==> src/hw/ooo_pkg.sv <==
package ooo_pkg;

    localparam int XLEN       = 32;
    localparam int NUM_AREGS  = 32;
    localparam int IQ_DEPTH   = 4;   // also the credit count after reset
    localparam int ROB_DEPTH  = 8;
    localparam int MUL_STAGES = 3;

    // rv32 encodings seen by decode
    localparam logic [6:0] OPC_OP        = 7'b0110011;
    localparam logic [6:0] OPC_OP_IMM    = 7'b0010011;
    localparam logic [6:0] FUNCT7_ALT    = 7'b0100000;
    localparam logic [6:0] FUNCT7_MULDIV = 7'b0000001;

    typedef logic [XLEN-1:0]              word_t;
    typedef logic [31:0]                  inst_t;
    typedef logic [4:0]                   areg_t;
    typedef logic [$clog2(ROB_DEPTH)-1:0] rob_tag_t;

    typedef enum logic [2:0] {
        ALU_ADD,
        ALU_SUB,
        ALU_AND,
        ALU_OR,
        ALU_XOR,
        ALU_SLT,
        ALU_SLL,
        ALU_SRL
    } alu_op_e;

    // issue to alu or multiplier
    typedef struct packed {
        logic     valid;
        rob_tag_t tag;
        alu_op_e  op;
        word_t    a;
        word_t    b;
    } exec_req_t;

    typedef struct packed {
        logic     valid;
        rob_tag_t tag;
        word_t    value;
    } wb_t;

    typedef struct packed {
        logic  valid;
        areg_t rd;
    } rob_alloc_t;

    typedef struct packed {
        logic  valid;
        areg_t rd;
        word_t value;
    } commit_t;

endpackage

==> src/hw/arch_regfile.sv <==
`timescale 1ns/1ps

module arch_regfile (
    input  logic             clk,
    input  logic             arst_n,
    input  ooo_pkg::areg_t   rs1,
    input  ooo_pkg::areg_t   rs2,
    output ooo_pkg::word_t   rdata1,
    output ooo_pkg::word_t   rdata2,
    input  ooo_pkg::commit_t commit
);

    ooo_pkg::word_t regs [ooo_pkg::NUM_AREGS];

    always_ff @(posedge clk or negedge arst_n) begin
        if (!arst_n) begin
            for (int i = 0; i < ooo_pkg::NUM_AREGS; i++) begin
                regs[i] <= '0;
            end
        end else if (commit.valid && commit.rd != '0) begin   // x0 stays zero
            regs[commit.rd] <= commit.value;
        end
    end

    assign rdata1 = regs[rs1];
    assign rdata2 = regs[rs2];

endmodule

==> config.mk <==
export PLATFORM = sky130hd
export DESIGN_NAME = arch_regfile
export DESIGN_NICKNAME = d
export VERILOG_FILES = /design/src/hw/ooo_pkg.sv /design/src/hw/arch_regfile.sv
export SDC_FILE = /design/constraint.sdc
export NUM_CORES = 2
export LEC_CHECK = 0
export BUFFER_PORTS_ARGS = -buffer_cell sky130_fd_sc_hd__buf_4
export CAP_MARGIN = 20
export CELL_PAD_IN_SITES_DETAIL_PLACEMENT = 1
export CELL_PAD_IN_SITES_GLOBAL_PLACEMENT = 1
export CORE_MARGIN = 4
export CORE_UTILIZATION = 47
export CTS_CLUSTER_DIAMETER = 60
export CTS_CLUSTER_SIZE = 30
export DETAILED_ROUTE_END_ITERATION = 8
export PLACE_DENSITY_LB_ADDON = 0.1
export SYNTH_ARGS = -nofsm -noshare
export SYNTH_HDL_FRONTEND = slang
export SYNTH_SLANG_ARGS = --single-unit
==> constraint.sdc <==
create_clock -name clk -period 1.4 [get_ports clk]
set_clock_uncertainty 0.2 [all_clocks]
set_input_delay 0.07 -clock clk [delete_from_list [all_inputs] [get_ports clk]]
set_output_delay 0.07 -clock clk [all_outputs]
set_load 0.01 [all_outputs]
==> results.md <==
- Status: finished, violations left
- Failing checks: hold timing, setup timing
- Synth area leader: dfrtp_1
- Top_reg_cell synth: dfrtp_1
- Routed len/inst: 29.79 um
- H-tree depth: 3
- Period Utilization, post-route: 1.755
- F_max: 406.9 MHz
- Slew HR: 0.3469
- Worst Setup End Kind: output pin
- Worst vdd rail ir drop: 0.9781 mV
- CTS Buffer Depth: 3
- Vias: 40,790
- Synth top area share: 0.4581
- Total Wirelength: 196,300 um
- Design Power: 90.80 mW
- DR pass1 iterations: 5
- Yosys reg bits: 1,024
- Clock power share: 0.338
- Max-cap viol count: 0
- Synth top area cells: dfrtp_1, mux2_2, mux2i_1
- Vias in the first global route: 44,070
- Core Region: 0.1181 sq mm
- Yosys Warn Count: 0
- Sw power: 28.24 mW
- Cell Rows: 126
- Filler cells: 11,470
- CTS tree: done
- Reg area: 0.02562 sq mm
- Clock-pin slew on the worst setup and hold paths: 70 ps
- Clock sinks: 1,024
- DP Cell Count: 6,343
- Vias per cell: 6.191
- HPWL after DPL: 130,600 um
- Mapped cell area: 0.05594 sq mm
- Critical path fanouts, max: 3
- EDFF count, synth: 0
- Fin cells: 6,589
- Biggest register: regs
- Syn avg cell area: 12.16 sq um
- Nets: 5,007
- Comb power frac: 0.224
- ANT nets after route: 0
- Num CTS Buffers: 109
- Hold Crit Start: commit[37]
- Clock latency on the worst-skew pair: 720 ps
- 1st-iter DRT viols: 2,957
- CP Data Required Time: 1130 ps
- Area growth syn-to-layout: 23.79%
- Starting Density: 0.4738
- Worst Hold Class: primary input to register
- Worst R2R Setup Slack: 180 ps
- Final hold viol count: 35
- RePlAce Congestion: 0.8242
- Leakage: 32.72 nW
- Post-Synthesis Cells: 4,601
- Worst setup margin: -1057 ps
- Largest net degree at the start of global routing: 74
- PD cells: 1311 mW/mm^2
- Worst hold margin: -35.36 ps
- Remaining DRCs: 0
- Seq/Total Area, Yosys: 0.4581
- CP Data Arrival Time: 2190 ps
- Biggest regs: regs: 1024 flops
- Die height: 353 um
- Netlist cell types: 28
- Layout cells sized above 1: 0.4063
- Max-slew violations: 0
- Hold Path End: regs[714]
- Antenna cells: 0
- GRT Overall Usage: 0.3093
- Int Pwr: 62.57 mW
- Die W: 353 um
- GRT overflow: 0
- Sw Ratio: 0.3110
- Reg2reg path depth: 3
- Ys async rst share: 1.000
- Net count after synthesis: 4,651
- Crit Path Category: register to output pin
- Reg2Reg Launch Point: regs[816]
- First-pass GRT wire length: 294,300 um
- Hold depth: 5
- Root buffer cell: clkbuf_16
- Reg power frac: 0.438
- RR Endpoint: regs[816]
- Die area: 0.1246 sq mm
- Clock period minus worst slack: 2457 ps
- Initial antenna violation count: 1
- Area of the multi-input gates: 0.02957 sq mm
- Core Util, Final: 0.5865
- Worst Tran Pin Value: 976.4 ps
- Final setup vio count: 1,952
- Max reg flops: 1,024
- I/O pin count: 114
- Count of input and output buffers: 113
- Startpoint Class: register
- RSZ-0062 raised after global routing: yes
==> synthesized netlist by cell type (4+ instances only) <==
library cell / count
a22o_1: 128
nand2b_1: 4
mux2i_1: 1024
nand3b_1: 4
mux2_2: 953
a21oi_1: 192
nor2b_1: 4
buf_1: 26
clkbuf_1: 224
nor2_4: 16
dfrtp_1: 1024
buf_2: 111
a22oi_1: 192
nand3_1: 194
nand2_1: 210
buf_4: 64
nor3_1: 65
a31oi_1: 64
buf_6: 48
mux2_1: 39
==> what timing repair did <==
item                        CTS  global route
buffers inserted             23            10
pin swaps                   137           122
setup endpoints to repair    64          1952
hold endpoints to repair   2016           268
hold buffers                 38             1
resized for setup           261            53
==> layout by cell type, fill, tap and decap left out, drive strengths merged, types with 19 or more instances in the layout <==
master	synthesis	final
nor2	19	19
a21oi	192	192
mux2i	1024	1024
clkinv	0	27
a22oi	192	192
nand3	194	194
dfrtp	1024	1024
a31oi	64	64
nand2	210	210
clkbuf	224	123
dlygate4sd3	0	38
inv	0	41
a22o	128	128
nor3	65	65
buf	249	680
mux2	992	992
==> cell families (layout without fill, tap and decap cells) <==
group | Yosys count | count (layout) | share of synthesized area
flops | 1024 | 1024 | 0.4581
compound gates | 576 | 576 | 0.07014
simple gates | 512 | 512 | 0.04395
buf+inv | 473 | 925 | 0.04496
mux | 2016 | 2016 | 0.3829
==> metal layers <==
metal	track usage	wire length [um]	vias up
li1	-	-	17690
met1	0.4331	89480	21890
met2	0.5094	93320	933
met3	0.03734	8205	273
met4	0.08563	5257	2
met5	0	13	-
==> critical path: stages (launching register included) <==
cell     delay (ps)
dfrtp_1         410
mux2i_2         200
a22o_1          200
nor3_2           60
a31oi_1         230
nand3_1         200
buf_6           170
==> per-stage QoR <==
step                      setup slack (ps)  instance area (sq um)  setup TNS, ps
final                                -1057                  69250        -634620
after global routing                 -1123                  69250        -785100
after floorplan                     -91.22                  56570         -35050
after CTS                            -1087                  68930        -590170
after detailed placement            -783.4                  63360        -411120
after global placement              -806.1                  63360        -384250
==> cell type report <==
type / count / share of cell area
multi-input combinational: 3104 / 0.4271
sequential: 1024 / 0.3700
timing repair buffer: 718 / 0.1204
clock buffer: 123 / 0.04179
tap: 1536 / 0.02775
clock inverter: 84 / 0.01294
==> worst max-delay path by stage <==
stage	start	endpoint	slack, ps
4_1_cts	regs[984]	rdata2[24]	-1090
3_3_place_gp	rs2[1]	rdata2[0]	-810
6_report	regs[934]	rdata1[6]	-1060
5_1_grt	regs[1016]	rdata2[24]	-1120
2_1_floorplan	commit[34]	regs[161]	-90
3_5_place_dp	rs1[1]	rdata1[0]	-780
==> power by group through the flow <==
stage	clock, mW	combinational, mW	sequential [mW]
after floorplan	0	12.8	38.7
after detailed placement	0	18.9	40.0
after CTS	31.3	20.1	39.5
after global routing	32.6	22.0	40.4
after global placement	0	18.3	39.7
final	30.7	20.3	39.7
(Power assumes the default switching activity.)
