File: src/hw/ooo_pkg.sv
package ooo_pkg;

    localparam int XLEN       = 32;
    localparam int NUM_AREGS  = 32;
    localparam int IQ_DEPTH   = 4;   // also the credit count after reset
    localparam int ROB_DEPTH  = 8;
    localparam int MUL_STAGES = 3;

    // rv32 encodings seen by decode
    localparam logic [6:0] OPC_OP        = 7'b0110011;
    localparam logic [6:0] OPC_OP_IMM    = 7'b0010011;
    localparam logic [6:0] FUNCT7_ALT    = 7'b0100000;
    localparam logic [6:0] FUNCT7_MULDIV = 7'b0000001;

    typedef logic [XLEN-1:0]              word_t;
    typedef logic [31:0]                  inst_t;
    typedef logic [4:0]                   areg_t;
    typedef logic [$clog2(ROB_DEPTH)-1:0] rob_tag_t;

    typedef enum logic [2:0] {
        ALU_ADD,
        ALU_SUB,
        ALU_AND,
        ALU_OR,
        ALU_XOR,
        ALU_SLT,
        ALU_SLL,
        ALU_SRL
    } alu_op_e;

    // issue to alu or multiplier
    typedef struct packed {
        logic     valid;
        rob_tag_t tag;
        alu_op_e  op;
        word_t    a;
        word_t    b;
    } exec_req_t;

    typedef struct packed {
        logic     valid;
        rob_tag_t tag;
        word_t    value;
    } wb_t;

    typedef struct packed {
        logic  valid;
        areg_t rd;
    } rob_alloc_t;

    typedef struct packed {
        logic  valid;
        areg_t rd;
        word_t value;
    } commit_t;

endpackage

File: src/hw/mul_unit.sv
`timescale 1ns/1ps

module mul_unit (
    input  logic               clk,
    input  logic               arst_n,
    input  ooo_pkg::exec_req_t req,
    output ooo_pkg::wb_t       wb
);

    localparam int S = ooo_pkg::MUL_STAGES;

    logic [S-1:0]      vld_q;
    ooo_pkg::rob_tag_t tag_q  [S];
    ooo_pkg::word_t    prod_q [S];
    ooo_pkg::word_t    a_q;
    logic [15:0]       bhi_q;   // upper half of b, used in stage 1

    always_ff @(posedge clk or negedge arst_n) begin
        if (!arst_n) vld_q <= '0;
        else vld_q <= {vld_q[S-2:0], req.valid};
    end

    always_ff @(posedge clk) begin
        // stage 0 multiplies by the low half of b
        tag_q[0]  <= req.tag;
        prod_q[0] <= req.a * {{(ooo_pkg::XLEN-16){1'b0}}, req.b[15:0]};
        a_q       <= req.a;
        bhi_q     <= req.b[31:16];

        // stage 1 adds the high half, only the low 32 bits survive
        tag_q[1]  <= tag_q[0];
        prod_q[1] <= prod_q[0] + ((a_q * {{(ooo_pkg::XLEN-16){1'b0}}, bhi_q}) << 16);

        for (int i = 2; i < S; i++) begin
            tag_q[i]  <= tag_q[i-1];
            prod_q[i] <= prod_q[i-1];
        end
    end

    assign wb = '{valid: vld_q[S-1], tag: tag_q[S-1], value: prod_q[S-1]};

endmodule

File: config.mk
export PLATFORM = sky130hd
export DESIGN_NAME = mul_unit
export DESIGN_NICKNAME = d
export VERILOG_FILES = /design/src/hw/ooo_pkg.sv /design/src/hw/mul_unit.sv
export SDC_FILE = /design/constraint.sdc
export NUM_CORES = 1
export LEC_CHECK = 0
export CAP_MARGIN = 5
export CELL_PAD_IN_SITES_DETAIL_PLACEMENT = 0
export CELL_PAD_IN_SITES_GLOBAL_PLACEMENT = 1
export CORE_MARGIN = 4
export CORE_UTILIZATION = 37
export DETAILED_ROUTE_END_ITERATION = 8
export DONT_BUFFER_PORTS = 1
export PLACE_DENSITY_LB_ADDON = 0.1
export REMOVE_ABC_BUFFERS = 1
export SKIP_LAST_GASP = 1
export SLEW_MARGIN = 20
export SYNTH_ARGS = -nofsm -noshare
export SYNTH_HDL_FRONTEND = slang
export SYNTH_SLANG_ARGS = --single-unit
export TNS_END_PERCENT = 5
File: constraint.sdc
create_clock -name clk -period 13.5 [get_ports clk]
set_input_delay 0 -clock clk [delete_from_list [all_inputs] [get_ports clk]]
set_output_delay 0 -clock clk [all_outputs]
set_load 0.005 [all_outputs]
==> metrics.txt <==
initial antenna violation count 2; Critical Path Start Type register; Sink Count 140; first-pass GRT wire length 83.0 mm; wire per inst roughly 19 um; vias per inst between 4 and 5; die area ~0.055 mm^2; DP HPWL 37.6 mm; fmax 149 MHz; Hold Path Class primary input to register; Starting Density 0.377; RSZ-0062 raised after global routing false; post-CTS setup buffer count 0; # setup viols final 0; Max-cap violations 0; cells resized by post-CTS repair 0; Setup TNS 0 ps; floorplan row count slightly above 80; fraction of layout cells with a size suffix above 1 0.0232; #FFs+latches synth between 100 and 150; Worst-Skew Late Latency ~450 ps; post-synthesis sequential area ratio 0.148; CTS tree yes; Rel. slew slack 0.528; H-tree depth 4; most numerous cell on the critical path fa_1; Mapped Area 0.0191 mm^2; global route total overflow 0; Global Route Usage Sum 0.192; chip height 235 um; Die X ~240 um; CP bufs+invs 3; number of synthesis warnings 0; placed insts 2622; outcome complete, no violations; Cell variety after synth 55; clock tree buffer depth 2; vias post-DR 12700; Slew Viols, Final 0; arrival time worst endpoint around 7100 ps; asr flop ratio synth 0.0214; post-route minimum period 6720 ps; first drt pass iteration count 4; Layout Cells excl Fill about 2700; I/O Buffers 0; delay-heaviest family, CP adder cells; largest net degree at the start of global routing 32; Slew @ Worst Pin 706 ps; Synth top area share 0.404; post-synthesis instance total roughly 2100; Clk pin slew, worst setup/hold paths 80 ps; Setup crit end kind register; Starting DRT DRC Count 504; # IOs 109; Area Overhead vs Synth 6.92%; ys flop type dfxtp_1; Area contributors post-synth fa_1, dfxtp_1, inv_1; antenna-violating nets left 0; Tcrit/Tclk final 0.498; Post-synth EDFFs 0; routability cong. ~0.8; cts bufs inserted 17; final net count 2597; core area 0.0506 mm^2; Post-Route WL 51.0 mm; WS Path Type register to register; critical path, cell by cell nand2_1 > fa_1 > fa_1 > fa_1 > fa_1 > inv_1 > fa_1 > inv_1 > fa_1 > inv_1 > ha_1 > and2_1 > a31oi_1 > o31ai_1 > o41ai_1 > xnor2_1 > ha_1 > or4b_2 > o211ai_1 > a311o_1; clk_skew ~17 ps; Final Hold Fails 0; Required @ worst endpoint ~14000 ps; most instantiated cells after synthesis inv_1, fa_1, nand2_1; worst setup margin 6780 ps; worst slack, placed around 6700 ps; Post-route DRC 0; CP max stage delay 710 ps; leading area contributor after synthesis fa_1; CTS Root Cell clkbuf_16; slowest CP cell dfxtp_1; Syn Area/Cell 9.26 um^2; most frequent cell after synthesis inv_1; crit-path max FO 15; vias in the first global route 14200
-- logic make-up (layout without fill, tap and decap cells) --
family / Yosys count / count (layout) / synth area share
AND/OR/NAND/NOR: 611 / 611 / 0.153
buffers and inverters: 571 / 534 / 0.119
adder cells (fa/ha/maj): 515 / 515 / 0.490
flip-flops: 140 / 140 / 0.148
AO/OA/AOI/OAI: 118 / 118 / 0.0415
XOR/XNOR: 103 / 103 / 0.0480
multiplexers: 1 / 1 / 0.000525
other: 0 / 2 / 0
-- cells in the final DEF, fill, tap and decap left out, drive strengths merged, types with 2 or more instances in the layout --
master       Yosys  final
a211oi           7      7
a21boi           2      2
a21o            18     18
a21oi           36     36
a311o            2      2
a31oi            7      7
and2           211    211
and3             2      2
clkbuf          73     17
clkinv           0      3
dfrtp            3      3
dfxtp          137    137
diode            0      2
dlygate4sd3      0     40
fa             385    385
ha             130    130
inv            462    472
nand2          334    334
nand2b           6      6
nand3            5      5
nor2            25     25
nor2b            5      5
nor3             9      9
o211ai           3      3
o21a             5      5
o21ai           18     18
o21bai           5      5
o221ai           2      2
o22ai            2      2
o31ai            2      2
o41ai            2      2
or2              6      6
xnor2           83     83
xor2            19     19
-- flip-flops by register name, summed over array words and instances (netlist names) --
name and cells:
a_q 16, bhi_q 16, prod_q 96, tag_q 9
vld_q 3
-- worst register-to-register path, cell delays in order (launching register included) --
cell and delay (ps):
dfxtp_1 710, nand2_1 180, fa_1 530, fa_1 570, fa_1 440, fa_1 550, inv_1 50, fa_1 480
inv_1 60, fa_1 470, inv_1 40, ha_1 340, and2_1 180, a31oi_1 140, o31ai_1 120, o41ai_1 370
xnor2_1 140, ha_1 420, or4b_2 620, o211ai_1 120, a311o_1 150
-- area by class of cell --
class                           count  area, um^2
Inverter                          462        1730
Timing Repair Buffer               40         400
Tap cell                          672         841
Multi-Input combinational cell   1348       14000
Fill cell                        5110       30200
Sequential cell                   140        2820
Clock inverter                     15         191
Antenna cell                        2        5.00
Clock buffer                       17         425
-- per-stage QoR --
step                      cell area (um^2)  utilization  hold WS (ps)
final                                20400        0.403          81.4
after detailed placement             19400        0.383          -296
after global placement               19400        0.383          -296
after floorplan                      18500            -          -296
after global routing                 20400        0.403          83.8
after CTS                            20400        0.403          62.5
-- what timing repair did --
item                                   4_1_cts  5_1_grt
endpoints found under the hold margin       42        0
setup endpoints to repair                    0        0
hold buffers                                40        0
-- path summary, 6_finish.rpt --
path                          startpoint       endpoint  slack [ps]  cells past startpoint
max                             bhi_q[1]  prod_q[0][62]        6780                     20
min                              req[33]   prod_q[0][2]          80                      4
max reg2reg                     bhi_q[1]  prod_q[0][62]        6780                     20
min reg2reg                prod_q[0][34]  prod_q[0][66]         320                      0
max in group asynchronous         arst_n       vld_q[1]       13020                      2
min in group asynchronous         arst_n       vld_q[2]         340                      2
-- routing by layer --
metal,wire [um],vias up,global-route usage
li1,-,5868,-
met1,24400,6544,0.273
met2,23800,238,0.313
met3,1700,57,0.0204
met4,1150,0,0.0548
met5,0,-,0
Power is not shown: default switching activity piles up to over one toggle a cycle in this logic, so the estimate is an artifact.
