==> src/hw/ooo_pkg.sv <==
package ooo_pkg;

    localparam int XLEN       = 32;
    localparam int NUM_AREGS  = 32;
    localparam int IQ_DEPTH   = 4;   // also the credit count after reset
    localparam int ROB_DEPTH  = 8;
    localparam int MUL_STAGES = 3;

    // rv32 encodings seen by decode
    localparam logic [6:0] OPC_OP        = 7'b0110011;
    localparam logic [6:0] OPC_OP_IMM    = 7'b0010011;
    localparam logic [6:0] FUNCT7_ALT    = 7'b0100000;
    localparam logic [6:0] FUNCT7_MULDIV = 7'b0000001;

    typedef logic [XLEN-1:0]              word_t;
    typedef logic [31:0]                  inst_t;
    typedef logic [4:0]                   areg_t;
    typedef logic [$clog2(ROB_DEPTH)-1:0] rob_tag_t;

    typedef enum logic [2:0] {
        ALU_ADD,
        ALU_SUB,
        ALU_AND,
        ALU_OR,
        ALU_XOR,
        ALU_SLT,
        ALU_SLL,
        ALU_SRL
    } alu_op_e;

    // issue to alu or multiplier
    typedef struct packed {
        logic     valid;
        rob_tag_t tag;
        alu_op_e  op;
        word_t    a;
        word_t    b;
    } exec_req_t;

    typedef struct packed {
        logic     valid;
        rob_tag_t tag;
        word_t    value;
    } wb_t;

    typedef struct packed {
        logic  valid;
        areg_t rd;
    } rob_alloc_t;

    typedef struct packed {
        logic  valid;
        areg_t rd;
        word_t value;
    } commit_t;

endpackage

==> src/hw/inst_queue.sv <==
`timescale 1ns/1ps

module inst_queue (
    input  logic           clk,
    input  logic           arst_n,
    input  logic           push,
    input  ooo_pkg::inst_t push_inst,
    input  logic           pop,
    output logic           head_valid,
    output ooo_pkg::inst_t head,
    output logic           credit_return
);

    typedef logic [$clog2(ooo_pkg::IQ_DEPTH)-1:0]   ptr_t;
    typedef logic [$clog2(ooo_pkg::IQ_DEPTH+1)-1:0] count_t;

    ooo_pkg::inst_t mem [ooo_pkg::IQ_DEPTH];
    ptr_t           rd_ptr;
    ptr_t           wr_ptr;
    count_t         count;
    logic           full;

    assign full          = (count == count_t'(ooo_pkg::IQ_DEPTH));
    assign head_valid    = (count != '0);
    assign head          = mem[rd_ptr];
    assign credit_return = pop;   // slot freed, credit back to the source

    always_ff @(posedge clk or negedge arst_n) begin
        if (!arst_n) begin
            rd_ptr <= '0;
            wr_ptr <= '0;
            count  <= '0;
        end else begin
            if (push) wr_ptr <= wr_ptr + 1'b1;
            if (pop) rd_ptr <= rd_ptr + 1'b1;
            case ({push, pop})
                2'b10:   count <= count + 1'b1;
                2'b01:   count <= count - 1'b1;
                default: count <= count;
            endcase
        end
    end

    always_ff @(posedge clk) begin
        if (push) mem[wr_ptr] <= push_inst;
    end

    // source overran its credits
    a_no_push_full: assert property (@(posedge clk) disable iff (!arst_n)
        push |-> (!full || pop));

endmodule

==> config.mk <==
export PLATFORM = sky130hd
export DESIGN_NAME = inst_queue
export DESIGN_NICKNAME = d
export VERILOG_FILES = /design/src/hw/ooo_pkg.sv /design/src/hw/inst_queue.sv
export SDC_FILE = /design/constraint.sdc
export NUM_CORES = 1
export LEC_CHECK = 0
export ABC_AREA = 1
export BUFFER_PORTS_ARGS = -buffer_cell sky130_fd_sc_hd__buf_2
export CAP_MARGIN = 20
export CELL_PAD_IN_SITES_DETAIL_PLACEMENT = 0
export CELL_PAD_IN_SITES_GLOBAL_PLACEMENT = 2
export CORE_ASPECT_RATIO = 2
export CORE_MARGIN = 1.5
export CORE_UTILIZATION = 34
export DETAILED_ROUTE_END_ITERATION = 16
export HOLD_SLACK_MARGIN = 0.03
export PLACE_DENSITY = 0.71
export SETUP_SLACK_MARGIN = 0.05
export SLEW_MARGIN = 20
export SYNTH_ARGS = -nofsm -noshare
export SYNTH_HDL_FRONTEND = slang
export SYNTH_SLANG_ARGS = --single-unit
==> constraint.sdc <==
create_clock -name clk -period 1.5 [get_ports clk]
set_input_delay 0.075 -clock clk [delete_from_list [all_inputs] [get_ports clk]]
set_output_delay 0.075 -clock clk [all_outputs]
set_load 0.02 [all_outputs]
==> impl_metrics.env <==
export IMPL_clock_sinks=135
export IMPL_cts_buffers=17
export IMPL_finalHoldViolCount=0
export IMPL_min_delay_start="push"
export IMPL_grt_max_degree=47
export IMPL_synth_fp_nets=526
export IMPL_yosysUniqueCellTypes=17
export IMPL_fin_hold_ws_ps=48.01
export IMPL_synth_top_family_by_area="simple AND/OR/NAND/NOR gates"
export IMPL_syn_inst=484
export IMPL_fill_cells=1503
export IMPL_antenna_found_initial=0
export IMPL_violations="negative setup slack"
export IMPL_rows=66
export IMPL_synth_adder_area_share_pct=1.485
export IMPL_num_io_pins=70
export IMPL_die_y_um=183.9
export IMPL_synth_mux_area_share_pct=0
export IMPL_cp_start_kind="flop"
export IMPL_place_area_mm2=0.006327
export IMPL_grt_remaining_overflow=0
export IMPL_dp_hpwl_um=6734
export IMPL_cp_end_kind="output port"
export IMPL_worstSetupPathType="flop to output port"
export IMPL_syn_area_per_cell_um2=11.49
export IMPL_grt_pass1_wl_um=16820
export IMPL_ant_nets=0
export IMPL_cts_tree="built"
export IMPL_grt_pass1_vias=3354
export IMPL_slew_headroom_pct=77.13
export IMPL_insertion_delay_ps=400
export IMPL_syn_area_mm2=0.005560
export IMPL_drc=0
export IMPL_worstMarginPinSlew_ps=341.9
export IMPL_setup_viol=32
export IMPL_yosysSeqAreaShare_pct=72.28
export IMPL_startpoint="rd_ptr[0]"
export IMPL_vias_per_cell=4.254
export IMPL_vias=3488
export IMPL_postCtsSetupRepairBufs=0
export IMPL_grt_setup_unrepaired="true"
export IMPL_slew_viol_final=0
export IMPL_stdcell_area_mm2=0.007326
export IMPL_coreArea_mm2=0.01610
export IMPL_fin_skew_ps=7.538
export IMPL_crit_required_ps=1420
export IMPL_cts_htree_levels=4
export IMPL_drive_gt1_share_pct=22.73
export IMPL_multi_input_area_mm2=0.001184
export IMPL_max_cap_violations=0
export IMPL_setup_ws_ps=-215.9
export IMPL_synth_simple_area_share_pct=14.04
export IMPL_dieArea_mm2=0.01718
export IMPL_power_density_mw_per_mm2=2011
export IMPL_hold_class="input port to flop"
export IMPL_first_iter_violations=162
export IMPL_areaGrowthSynthToFinish_pct=31.75
export IMPL_gp_congestion=0.6753
export IMPL_n_antenna_cell=0
export IMPL_fin_nets=645
export IMPL_fin_crit_ps=1716
export IMPL_outcome="complete, but fails checks"
export IMPL_timing_rr_start="wr_ptr[0]"
export IMPL_leakage_uw=0.003053
export IMPL_grt_usage_pct=13.10
export IMPL_fmax_ghz=0.5828
export IMPL_cp_arrival_ps=1640
export IMPL_yosysWarnings=0
export IMPL_min_period_over_period_pct=114.4
export IMPL_first_pass_iters=4
export IMPL_regArea_mm2=0.004023
export IMPL_root_buffer="clkbuf_16"
export IMPL_vdd_drop_max_v=0.001081
export IMPL_synth_compound_area_share_pct=4.500
export IMPL_critPathMaxFanout=43
export IMPL_ys_ff_latch=135
export IMPL_port_buffers=69
export IMPL_routed_wl_um=10580
export IMPL_fin_tns_setup_ps=-4467
export IMPL_yosys_area_share_xor_xnor_pct=0.6301
export IMPL_die_w_um=93.43
export IMPL_clk_pin_slew_ps=60
export IMPL_start_util_pct=34.53
export IMPL_clock_path_buffers=2
export IMPL_wl_per_cell_um=12.90
## synthesized netlist by cell type
| cell | number | area share, % |
|---|---|---|
| nand2_1 | 142 | 9.6 |
| edfxtp_1 | 128 | 69 |
| inv_1 | 75 | 5.1 |
| nor2_1 | 63 | 4.3 |
| o211ai_1 | 32 | 4.3 |
| buf_2 | 14 | 1.3 |
| dfrtp_1 | 7 | 3.2 |
| clkbuf_1 | 6 | 0.41 |
| ha_1 | 5 | 1.1 |
| xor2_1 | 3 | 0.47 |
| buf_4 | 2 | 0.27 |
| o21ai_0 | 2 | 0.18 |
| fa_1 | 1 | 0.36 |
| inv_2 | 1 | 0.067 |
| nand3_1 | 1 | 0.090 |
| nand4_1 | 1 | 0.11 |
| xnor2_1 | 1 | 0.16 |
## final cells by class
type | instances | share of cell area, %
Sequential cell | 135 | 54.91
Multi-Input combinational cell | 251 | 16.16
Timing Repair Buffer | 122 | 13.24
Clock buffer | 17 | 5.807
Inverter | 76 | 4.133
Tap cell | 204 | 3.484
Clock inverter | 15 | 2.272
## layout by cell type (no fill, tap or decap), types with 2 or more instances in the layout
master / count
buf_12: 8
buf_2: 61
buf_4: 13
buf_6: 5
bufinv_16: 2
clkbuf_16: 17
clkinv_4: 2
clkinvlp_4: 8
dfrtp_1: 6
dlygate4sd3_1: 35
edfxtp_1: 128
ha_2: 4
inv_1: 69
inv_2: 2
inv_6: 5
nand2_1: 137
nand2_2: 5
nor2_1: 58
nor2_2: 5
o211ai_1: 32
xor2_1: 3
## sequential cells by signal (all words and copies together) (netlist names)
register	cells
rd_ptr	2
count	3
mem	128
wr_ptr	2
## worst max-delay path, cell delays in order, from the launching register on
cell and delay, ps:
dfrtp_4 520, buf_12 190, o211ai_1 230, nand2_1 110, buf_2 180
## worst paths after layout
check                      depth (start not counted)          to  slack [ps]
max reg2reg                                        4  mem[3][16]         150
min reg2reg                                        2    count[2]         470
min                                                3   wr_ptr[0]          50
max in group asynchronous                          3   rd_ptr[0]         590
max                                                4    head[16]        -220
min in group asynchronous                          3    count[0]         620
## per-layer routing
metal	vias up	GRT usage, %	part of all wire [%]
met5	-	0	0
met4	0	4.182	1.1
met3	8	3.267	3.2
met2	64	22.03	51
met1	1603	16.32	45
li1	1813	-	-
## kinds of logic (layout without fill, tap and decap cells)
family	count (synthesis)	count (layout)
AO/OA/AOI/OAI	34	34
XOR/XNOR	4	4
adder cells (fa/ha/maj)	6	6
buffers and inverters	98	230
flip-flops	135	135
AND/OR/NAND/NOR	207	207
## stage by stage
step / setup slack (ps) / power [µW] / utilization [%] / std cells
CTS: -244.7 / 14890 / 45.30 / 820
detailed placement: 154.1 / 10570 / 39.29 / 753
finish: -215.9 / 14730 / 45.49 / 820
floorplan: -6.710 / 8672 / - / 484
global placement: 163.9 / 10530 / 39.29 / 753
global route: -287.9 / 15710 / 45.49 / 820
## power breakdown
part           switching, µW  internal (µW)
combinational           3450           1990
sequential               238           4950
clock                   1620           2480
total                   5300           9430
## timing repair
action / in CTS / in global routing
hold buffers: 35 / 0
gates resized for setup: 9 / 12
pin swaps: 8 / 4
setup endpoints to repair: 32 / 32
hold endpoints to repair: 137 / 0
No activity file was read; power rests on OpenSTA's default activity.
