==> config.mk <==
export PLATFORM = sky130hd
export DESIGN_NAME = alu_unit
export DESIGN_NICKNAME = d
export VERILOG_FILES = /design/src/hw/ooo_pkg.sv /design/src/hw/alu_unit.sv
export SDC_FILE = /design/constraint.sdc
export NUM_CORES = 1
export LEC_CHECK = 0
export BUFFER_PORTS_ARGS = -buffer_cell sky130_fd_sc_hd__buf_2
export CAP_MARGIN = 5
export CORE_UTILIZATION = 25
export CTS_CLUSTER_DIAMETER = 150
export DETAILED_ROUTE_END_ITERATION = 7
export GPL_ROUTABILITY_DRIVEN = 0
export PLACE_DENSITY = 0.5
export SYNTH_ARGS = -nofsm -noshare
export SYNTH_HDL_FRONTEND = slang
export SYNTH_SLANG_ARGS = --single-unit
export TNS_END_PERCENT = 10
==> constraint.sdc <==
create_clock -name clk -period 0.8 [get_ports clk]
set_input_delay 0.08 -clock clk [delete_from_list [all_inputs] [get_ports clk]]
set_output_delay 0.08 -clock clk [all_outputs]
set_load 0.03 [all_outputs]
==> src/hw/ooo_pkg.sv <==
package ooo_pkg;

    localparam int XLEN       = 32;
    localparam int NUM_AREGS  = 32;
    localparam int IQ_DEPTH   = 4;   // also the credit count after reset
    localparam int ROB_DEPTH  = 8;
    localparam int MUL_STAGES = 3;

    // rv32 encodings seen by decode
    localparam logic [6:0] OPC_OP        = 7'b0110011;
    localparam logic [6:0] OPC_OP_IMM    = 7'b0010011;
    localparam logic [6:0] FUNCT7_ALT    = 7'b0100000;
    localparam logic [6:0] FUNCT7_MULDIV = 7'b0000001;

    typedef logic [XLEN-1:0]              word_t;
    typedef logic [31:0]                  inst_t;
    typedef logic [4:0]                   areg_t;
    typedef logic [$clog2(ROB_DEPTH)-1:0] rob_tag_t;

    typedef enum logic [2:0] {
        ALU_ADD,
        ALU_SUB,
        ALU_AND,
        ALU_OR,
        ALU_XOR,
        ALU_SLT,
        ALU_SLL,
        ALU_SRL
    } alu_op_e;

    // issue to alu or multiplier
    typedef struct packed {
        logic     valid;
        rob_tag_t tag;
        alu_op_e  op;
        word_t    a;
        word_t    b;
    } exec_req_t;

    typedef struct packed {
        logic     valid;
        rob_tag_t tag;
        word_t    value;
    } wb_t;

    typedef struct packed {
        logic  valid;
        areg_t rd;
    } rob_alloc_t;

    typedef struct packed {
        logic  valid;
        areg_t rd;
        word_t value;
    } commit_t;

endpackage

==> src/hw/alu_unit.sv <==
`timescale 1ns/1ps

module alu_unit (
    input  logic               clk,
    input  logic               arst_n,
    input  ooo_pkg::exec_req_t req,
    output ooo_pkg::wb_t       wb
);

    ooo_pkg::word_t    result;
    logic              lt;
    logic              valid_q;
    ooo_pkg::rob_tag_t tag_q;
    ooo_pkg::word_t    value_q;

    assign lt = ($signed(req.a) < $signed(req.b));   // slt is signed

    always_comb begin
        case (req.op)
            ooo_pkg::ALU_ADD: result = req.a + req.b;
            ooo_pkg::ALU_SUB: result = req.a - req.b;
            ooo_pkg::ALU_AND: result = req.a & req.b;
            ooo_pkg::ALU_OR:  result = req.a | req.b;
            ooo_pkg::ALU_XOR: result = req.a ^ req.b;
            ooo_pkg::ALU_SLT: result = {{(ooo_pkg::XLEN-1){1'b0}}, lt};
            ooo_pkg::ALU_SLL: result = req.a << req.b[4:0];
            ooo_pkg::ALU_SRL: result = req.a >> req.b[4:0];
            default:          result = req.a + req.b;
        endcase
    end

    always_ff @(posedge clk or negedge arst_n) begin
        if (!arst_n) valid_q <= 1'b0;
        else valid_q <= req.valid;
    end

    always_ff @(posedge clk) begin
        tag_q   <= req.tag;
        value_q <= result;
    end

    assign wb = '{valid: valid_q, tag: tag_q, value: value_q};

endmodule

==> results.json, run 1 <==
{
  "status": "finished with violations",
  "violations": "setup timing",
  "ys_ff_latch": 36,
  "max_stage_delay_ns": 0.36,
  "synthFlopType": "dfxtp_1",
  "clockBufferDepth": 2,
  "finalHoldViolations": 0,
  "yosys.area_share.simple_pct": 16.4,
  "num_antenna_cells": 0,
  "avgSynthCellArea_sq_um": 7.17,
  "viasPerCell": 5.43,
  "wire_per_inst_um": 21.1,
  "grt_usage_pct": 25.9,
  "io_pins": 109,
  "cp.required_ns": 1.04,
  "tightest_slew_ns": 0.972,
  "p_leak_nw": 7.11,
  "fin_area_sq_mm": 0.0155,
  "area_growth_pct": 76.1,
  "numCtsBuffers": 5,
  "synth.distinct_cells": 79,
  "max-vdd-ir-drop_mv": 0.947,
  "synthXorXnorAreaFrac_pct": 2.49,
  "route.detailed.drc": 0,
  "fin_util_pct": 44.8,
  "drt-total-wl_mm": 47.5,
  "synth_edf_count": 0,
  "die_h_um": 190,
  "min-delay-path-class": "primary input to async pin",
  "rsz0062_at_grt": "yes",
  "syn_area_sq_mm": 0.00881,
  "vias": 12200,
  "layout-drive-gt1-share_pct": 50.9,
  "drv_cap": 0,
  "clkSinkCount": 36,
  "grt_max_degree": 60,
  "post_dp_cell_area_sq_mm": 0.0134,
  "path_cells": "buf_8 -> ha_4 -> inv_2 -> fa_2 -> nor2b_4 -> o2111ai_4 -> a31oi_4 -> a221o_1 -> a41oi_2 -> o221ai_2 -> a31oi_2 -> o31ai_2 -> mux2_4 -> o21ai_2",
  "holdWs_ns": 0.0798,
  "yosysSeqAreaShare_pct": 8.24,
  "num-fill-cells": 3460,
  "layout_setup_ws_ns": -1.75,
  "root_buffer": "clkbuf_16",
  "die_width_um": 190,
  "critPathTopFamily": "compound AO/OA/AOI/OAI gates",
  "synthAdderAreaFrac_pct": 14.2,
  "placementRows": 68,
  "synth_compound_area_share_pct": 33.3,
  "globalRoute.totalOverflow": 0,
  "fmax_mhz": 392,
  "syn_nets": 1400,
  "critPathMaxFanout": 3,
  "h-tree-depth": 2,
  "ys_async_sr_fraction_pct": 2.78,
  "setup_viol_count_final": 68,
  "p_per_area_mw_per_mm2": 1060,
  "initial_core_util_pct": 25.4,
  "grt_pass1_vias": 11800,
  "endpoint_kind": "flip-flop",
  "grt_pass1_wl_mm": 70.9,
  "final_nets": 1968,
  "antenna_found_initial": 1,
  "finalCritPeriodShare_pct": 319,
  "synth_top_family_by_area": "compound AO/OA/AOI/OAI gates",
  "yosysWarnings": 0,
  "crit_buf_inv": 2,
  "dpl.hpwl_mm": 37.9,
  "muxShareOfSynthArea_pct": 16.1,
  "dp_worst_setup_slack_ns": -2.59,
  "portBuffers": 108,
  "first_pass_iters": 7,
  "arrival_ns": 2.80,
  "synthCells": 1228,
  "tritoncts": "built",
  "cts.clk_slew.worst_paths_ns": 0.07,
  "p_total_mw": 16.5,
  "die_area_sq_mm": 0.0360,
  "drt_first_iter_violations": 1523,
  "slew_headroom_pct": 34.7,
  "slowest_stage": "fa_2",
  "period_minus_slack_ns": 2.55,
  "critPathLaunchType": "primary input",
  "path_class": "primary input to flip-flop",
  "slew_viol_final": 0,
  "core-area_sq_mm": 0.0346,
  "ant_nets": 0
}
cells in the final DEF, fill, tap and decap left out, types with 16 or more instances in the layout:
| cell type | Yosys | routed |
|---|---|---|
| a211oi_1 | 30 | 20 |
| a21oi_1 | 119 | 99 |
| a21oi_2 | 0 | 16 |
| buf_2 | 23 | 47 |
| buf_4 | 5 | 528 |
| buf_6 | 0 | 59 |
| dfxtp_2 | 0 | 35 |
| ha_1 | 97 | 65 |
| ha_4 | 0 | 24 |
| inv_1 | 104 | 73 |
| inv_2 | 0 | 16 |
| mux2i_1 | 62 | 58 |
| mux4_2 | 31 | 31 |
| nand2_1 | 79 | 73 |
| nand2b_1 | 20 | 20 |
| nand3_1 | 18 | 16 |
| nor2_1 | 131 | 125 |
| nor3_1 | 19 | 17 |
| o211ai_1 | 24 | 24 |
| o21ai_0 | 108 | 78 |
| o21ai_1 | 1 | 18 |
| xnor2_1 | 20 | 20 |
area by class of cell:
class	instances	area, sq um	area share, %
Timing Repair Buffer	659	5290	34.1
Clock inverter	1	7.51	0.0484
Tap cell	455	569	3.67
Multi-Input combinational cell	989	8280	53.4
Sequential cell	36	769	4.96
Clock buffer	7	143	0.920
Inverter	105	447	2.88
cell families (layout without fill, tap and decap cells):
family | count (synthesis) | count (layout)
adders and majority gates | 99 | 99
buffers and inverters | 203 | 772
and+or+nand+nor | 318 | 318
xor gates and xnor gates | 25 | 25
DFF | 36 | 36
muxes | 102 | 102
AOI/OAI and AO/OA | 445 | 445
synth_stat cells, types with 10 or more instances:
cell / count / share of area, %
a222oi_1: 14 / 1.6
a31oi_1: 11 / 0.78
buf_2: 23 / 1.3
xnor2_1: 20 / 2.0
o21bai_1: 10 / 0.85
o22ai_1: 16 / 1.1
a221oi_1: 11 / 1.1
o21ai_0: 108 / 6.1
a22oi_1: 18 / 1.5
dfxtp_1: 35 / 8.0
o211ai_1: 24 / 2.0
ha_1: 97 / 14
inv_1: 104 / 4.4
mux2i_1: 62 / 7.0
buf_1: 11 / 0.47
a211oi_1: 30 / 2.6
nand2b_1: 20 / 1.4
mux4_2: 31 / 7.9
nand3_1: 18 / 1.0
clkbuf_1: 59 / 2.5
nor2_1: 131 / 5.6
nor4_1: 12 / 0.85
nor2b_1: 10 / 0.71
a21o_1: 13 / 1.1
nand2_1: 79 / 3.4
nor3_1: 19 / 1.1
a21oi_1: 119 / 6.8
report_power, final:
| part | switching [mW] | internal, mW |
|---|---|---|
| clock | 0.981 | 1.25 |
| sequential | 0.167 | 2.13 |
| combinational | 6.21 | 5.73 |
stage by stage:
| step | instances | setup TNS, ns |
|---|---|---|
| detailed placement | 2203 | -67.20 |
| CTS | 2246 | -48.49 |
| finish | 2252 | -48.27 |
| floorplan | 1228 | -52.69 |
| global placement | 2203 | -66.24 |
| global route | 2252 | -51.81 |
layer usage:
| layer | track usage (%) | wire length (um) | vias to the layer above |
|---|---|---|---|
| met5 | 0 | 9 | - |
| met3 | 2.75 | 3480 | 104 |
| met1 | 35.1 | 20500 | 5816 |
| met4 | 12.0 | 2450 | 2 |
| li1 | - | - | 5680 |
| met2 | 41.0 | 21100 | 623 |
flip-flops by register name (all words and copies together) (netlist names):
name and flops:
valid_q 1, tag_q 3, value_q 32
worst max-delay path by stage:
| stage | from | endpoint | slack (ns) | cells after the start |
|---|---|---|---|---|
| after floorplan | req[1] | value_q[28] | -2.14 | 16 |
| after global routing | req[2] | value_q[30] | -1.86 | 15 |
| final | req[0] | value_q[28] | -1.75 | 14 |
| after global placement | req[2] | value_q[30] | -2.55 | 14 |
| after CTS | req[32] | value_q[28] | -1.78 | 14 |
| after detailed placement | req[2] | value_q[30] | -2.59 | 14 |
repair_timing:
action                                  in CTS  in global routing
resized for setup                          356                 69
endpoints found under the setup margin      68                 68
cloned                                       1                  1
endpoints found under the hold margin        5                  0
buffers inserted                            29                  8
pin swaps                                   61                 52
hold buffers                                 5                  0
Power figures use the tool's default switching activity.
==> run 2: changes to the inputs <==
--- a/config.mk
+++ b/config.mk
@@ -7,11 +7,15 @@
 export LEC_CHECK = 0
 export BUFFER_PORTS_ARGS = -buffer_cell sky130_fd_sc_hd__buf_2
 export CAP_MARGIN = 5
+export CELL_PAD_IN_SITES_DETAIL_PLACEMENT = 1
+export CELL_PAD_IN_SITES_GLOBAL_PLACEMENT = 1
 export CORE_UTILIZATION = 25
 export CTS_CLUSTER_DIAMETER = 150
 export DETAILED_ROUTE_END_ITERATION = 7
 export GPL_ROUTABILITY_DRIVEN = 0
-export PLACE_DENSITY = 0.5
+export PLACE_DENSITY = 0.62
+export SKIP_LAST_GASP = 1
+export SLEW_MARGIN = 0
 export SYNTH_ARGS = -nofsm -noshare
 export SYNTH_HDL_FRONTEND = slang
 export SYNTH_SLANG_ARGS = --single-unit
==> run 2 against run 1 <==
Compared with the run above:
- the run still ends with setup timing left
- routed wire length up 7.8%
- maximum frequency is 2.1% lower
- clock power up 40%
- worst setup slack worse by 0.055 ns
- largest cell class unchanged
- combinational power shrank 6%
- highest routed layer unchanged
- worst hold slack improved by 0.00069 ns
- critical path type unchanged
- non-clock buffer count shrank 34
- flip-flop and latch count is the same
- sequential power is 4% lower
==> results.json, run 2 (synthesized netlist as in run 1, its figures left out) <==
{
  "die_h_um": 190,
  "portBuffers": 108,
  "area_growth_pct": 63.8,
  "fin_area_sq_mm": 0.0144,
  "seq_area_sq_um": 726,
  "finalCritPeriodShare_pct": 326,
  "final_nets": 1934,
  "globalRoute.totalOverflow": 0,
  "path_cells": "buf_2 -> inv_1 -> ha_4 -> nand3_1 -> nor4b_2 -> nand3_1 -> and3_4 -> a311o_1 -> buf_4 -> o311ai_4 -> a221o_1 -> nand2_1 -> xor2_1 -> o221ai_1",
  "grt_util_met1_pct": 35.1,
  "endpoint_kind": "flip-flop",
  "vias": 12400,
  "dpl.hpwl_mm": 40.8,
  "drt-total-wl_mm": 51.3,
  "path_class": "primary input to flip-flop",
  "grt_usage_pct": 27.4,
  "largest_reg_flops": 32,
  "place_inst": 2187,
  "largestRegisters": "value_q x32, tag_q x3, valid_q x1",
  "slowest_stage": "a311o_1",
  "post_dp_cell_area_sq_mm": 0.0133,
  "grt_max_degree": 60,
  "root_buffer": "clkbuf_16",
  "core-area_sq_mm": 0.0346,
  "p_leak_nw": 6.81,
  "holdWs_ns": 0.0805,
  "clockBufferDepth": 2,
  "arrival_ns": 2.78,
  "ant_nets": 0,
  "met2_usage_pct": 45.7,
  "drv_cap": 0,
  "numCtsBuffers": 5,
  "tightest_slew_ns": 0.963,
  "route.detailed.drc": 0,
  "cts.clk_slew.worst_paths_ns": 0.06,
  "antenna_found_initial": 1,
  "slew_viol_final": 0,
  "max_stage_delay_ns": 0.38,
  "grt_pass1_vias": 12600,
  "fmax_mhz": 383,
  "max-vdd-ir-drop_mv": 0.820,
  "critPathMostFrequentCell": "nand3_1",
  "layout_setup_ws_ns": -1.81,
  "layout-drive-gt1-share_pct": 43.8,
  "h-tree-depth": 2,
  "critPathLaunchType": "primary input",
  "die_area_sq_mm": 0.0360,
  "p_per_area_mw_per_mm2": 1150,
  "grt_pass1_wl_mm": 75.7,
  "setup_viol_count_final": 68,
  "rsz0062_at_grt": "yes",
  "min-delay-path-class": "primary input to async pin",
  "io_pins": 109,
  "clkSinkCount": 36,
  "violations": "setup timing",
  "first_pass_iters": 5,
  "wire_per_inst_um": 23.1,
  "critPathMaxFanout": 5,
  "regMostFlops": "value_q",
  "slew_headroom_pct": 35.5,
  "p_total_mw": 16.5,
  "num-fill-cells": 4282,
  "final_cells": 2218,
  "finalHoldViolations": 0,
  "multi_input_area_sq_mm": 0.00790,
  "period_minus_slack_ns": 2.61,
  "drt_first_iter_violations": 1261,
  "viasPerCell": 5.59,
  "cp.required_ns": 0.98,
  "layout.cells.most_common": "buf_4",
  "num_antenna_cells": 0,
  "initial_core_util_pct": 25.4,
  "die_width_um": 190,
  "mostFrequentLayoutCells": "buf_4 (497), nor2_1 (128), a21oi_1 (106)",
  "status": "finished with violations",
  "top_usage_layer": "met2",
  "tritoncts": "built",
  "placementRows": 68,
  "met3_usage_pct": 3.43
}
run 2: final cells by class:
class / instances / share of cell area [%]
Sequential cell: 36 / 5.03
Multi-Input combinational cell: 989 / 54.7
Clock inverter: 3 / 0.624
Timing Repair Buffer: 625 / 32.0
Tap cell: 455 / 3.95
Inverter: 105 / 2.84
Clock buffer: 5 / 0.867
run 2: layer usage:
layer,wire length (um),share of wire [%]
met1,21300,42
met4,2860,5.6
met5,17,0.033
met3,3510,6.8
met2,23600,46
run 2: what timing repair did:
item	4_1_cts	5_1_grt
endpoints found under the hold margin	5	0
cloned	1	0
setup buffers	11	9
pin swaps	29	36
resized for setup	81	74
setup endpoints to repair	68	68
hold buffers	5	0
run 2: per-stage QoR:
| step | setup TNS [ns] | util (%) | setup slack (ns) |
|---|---|---|---|
| 2_1_floorplan | -52.69 | - | -2.14 |
| 3_3_place_gp | -67.69 | 38.5 | -2.39 |
| 3_5_place_dp | -70.43 | 38.5 | -2.51 |
| 4_1_cts | -57.95 | 40.6 | -1.85 |
| 5_1_grt | -57.96 | 41.7 | -1.88 |
| 6_report | -54.94 | 41.7 | -1.81 |
run 2: path summary, 6_finish.rpt:
path	from	to	slack, ns	cells past startpoint
max	req[44]	value_q[31]	-1.81	14
min	arst_n	valid_q	0.08	2
max in group asynchronous	arst_n	valid_q	0.64	2
min in group clk	req[64]	value_q[0]	0.37	4
run 2: report_power, final:
group / switching, mW / internal [mW] / total [mW] / leakage (nW)
clock network: 1.01 / 2.11 / 3.12 / 0.104
registers: 0.143 / 2.07 / 2.21 / 0.306
logic: 6.17 / 5.03 / 11.2 / 6.40
total: 7.32 / 9.21 / 16.5 / 6.81
run 2: critical path: cells and delay by family:
family | cells | cell delay (ns)
AO/OA/AOI/OAI | 4 | 1.01
adder cells (fa/ha/maj) | 1 | 0.34
XOR/XNOR | 1 | 0.19
buffers and inverters | 3 | 0.39
AND/OR/NAND/NOR | 5 | 0.75
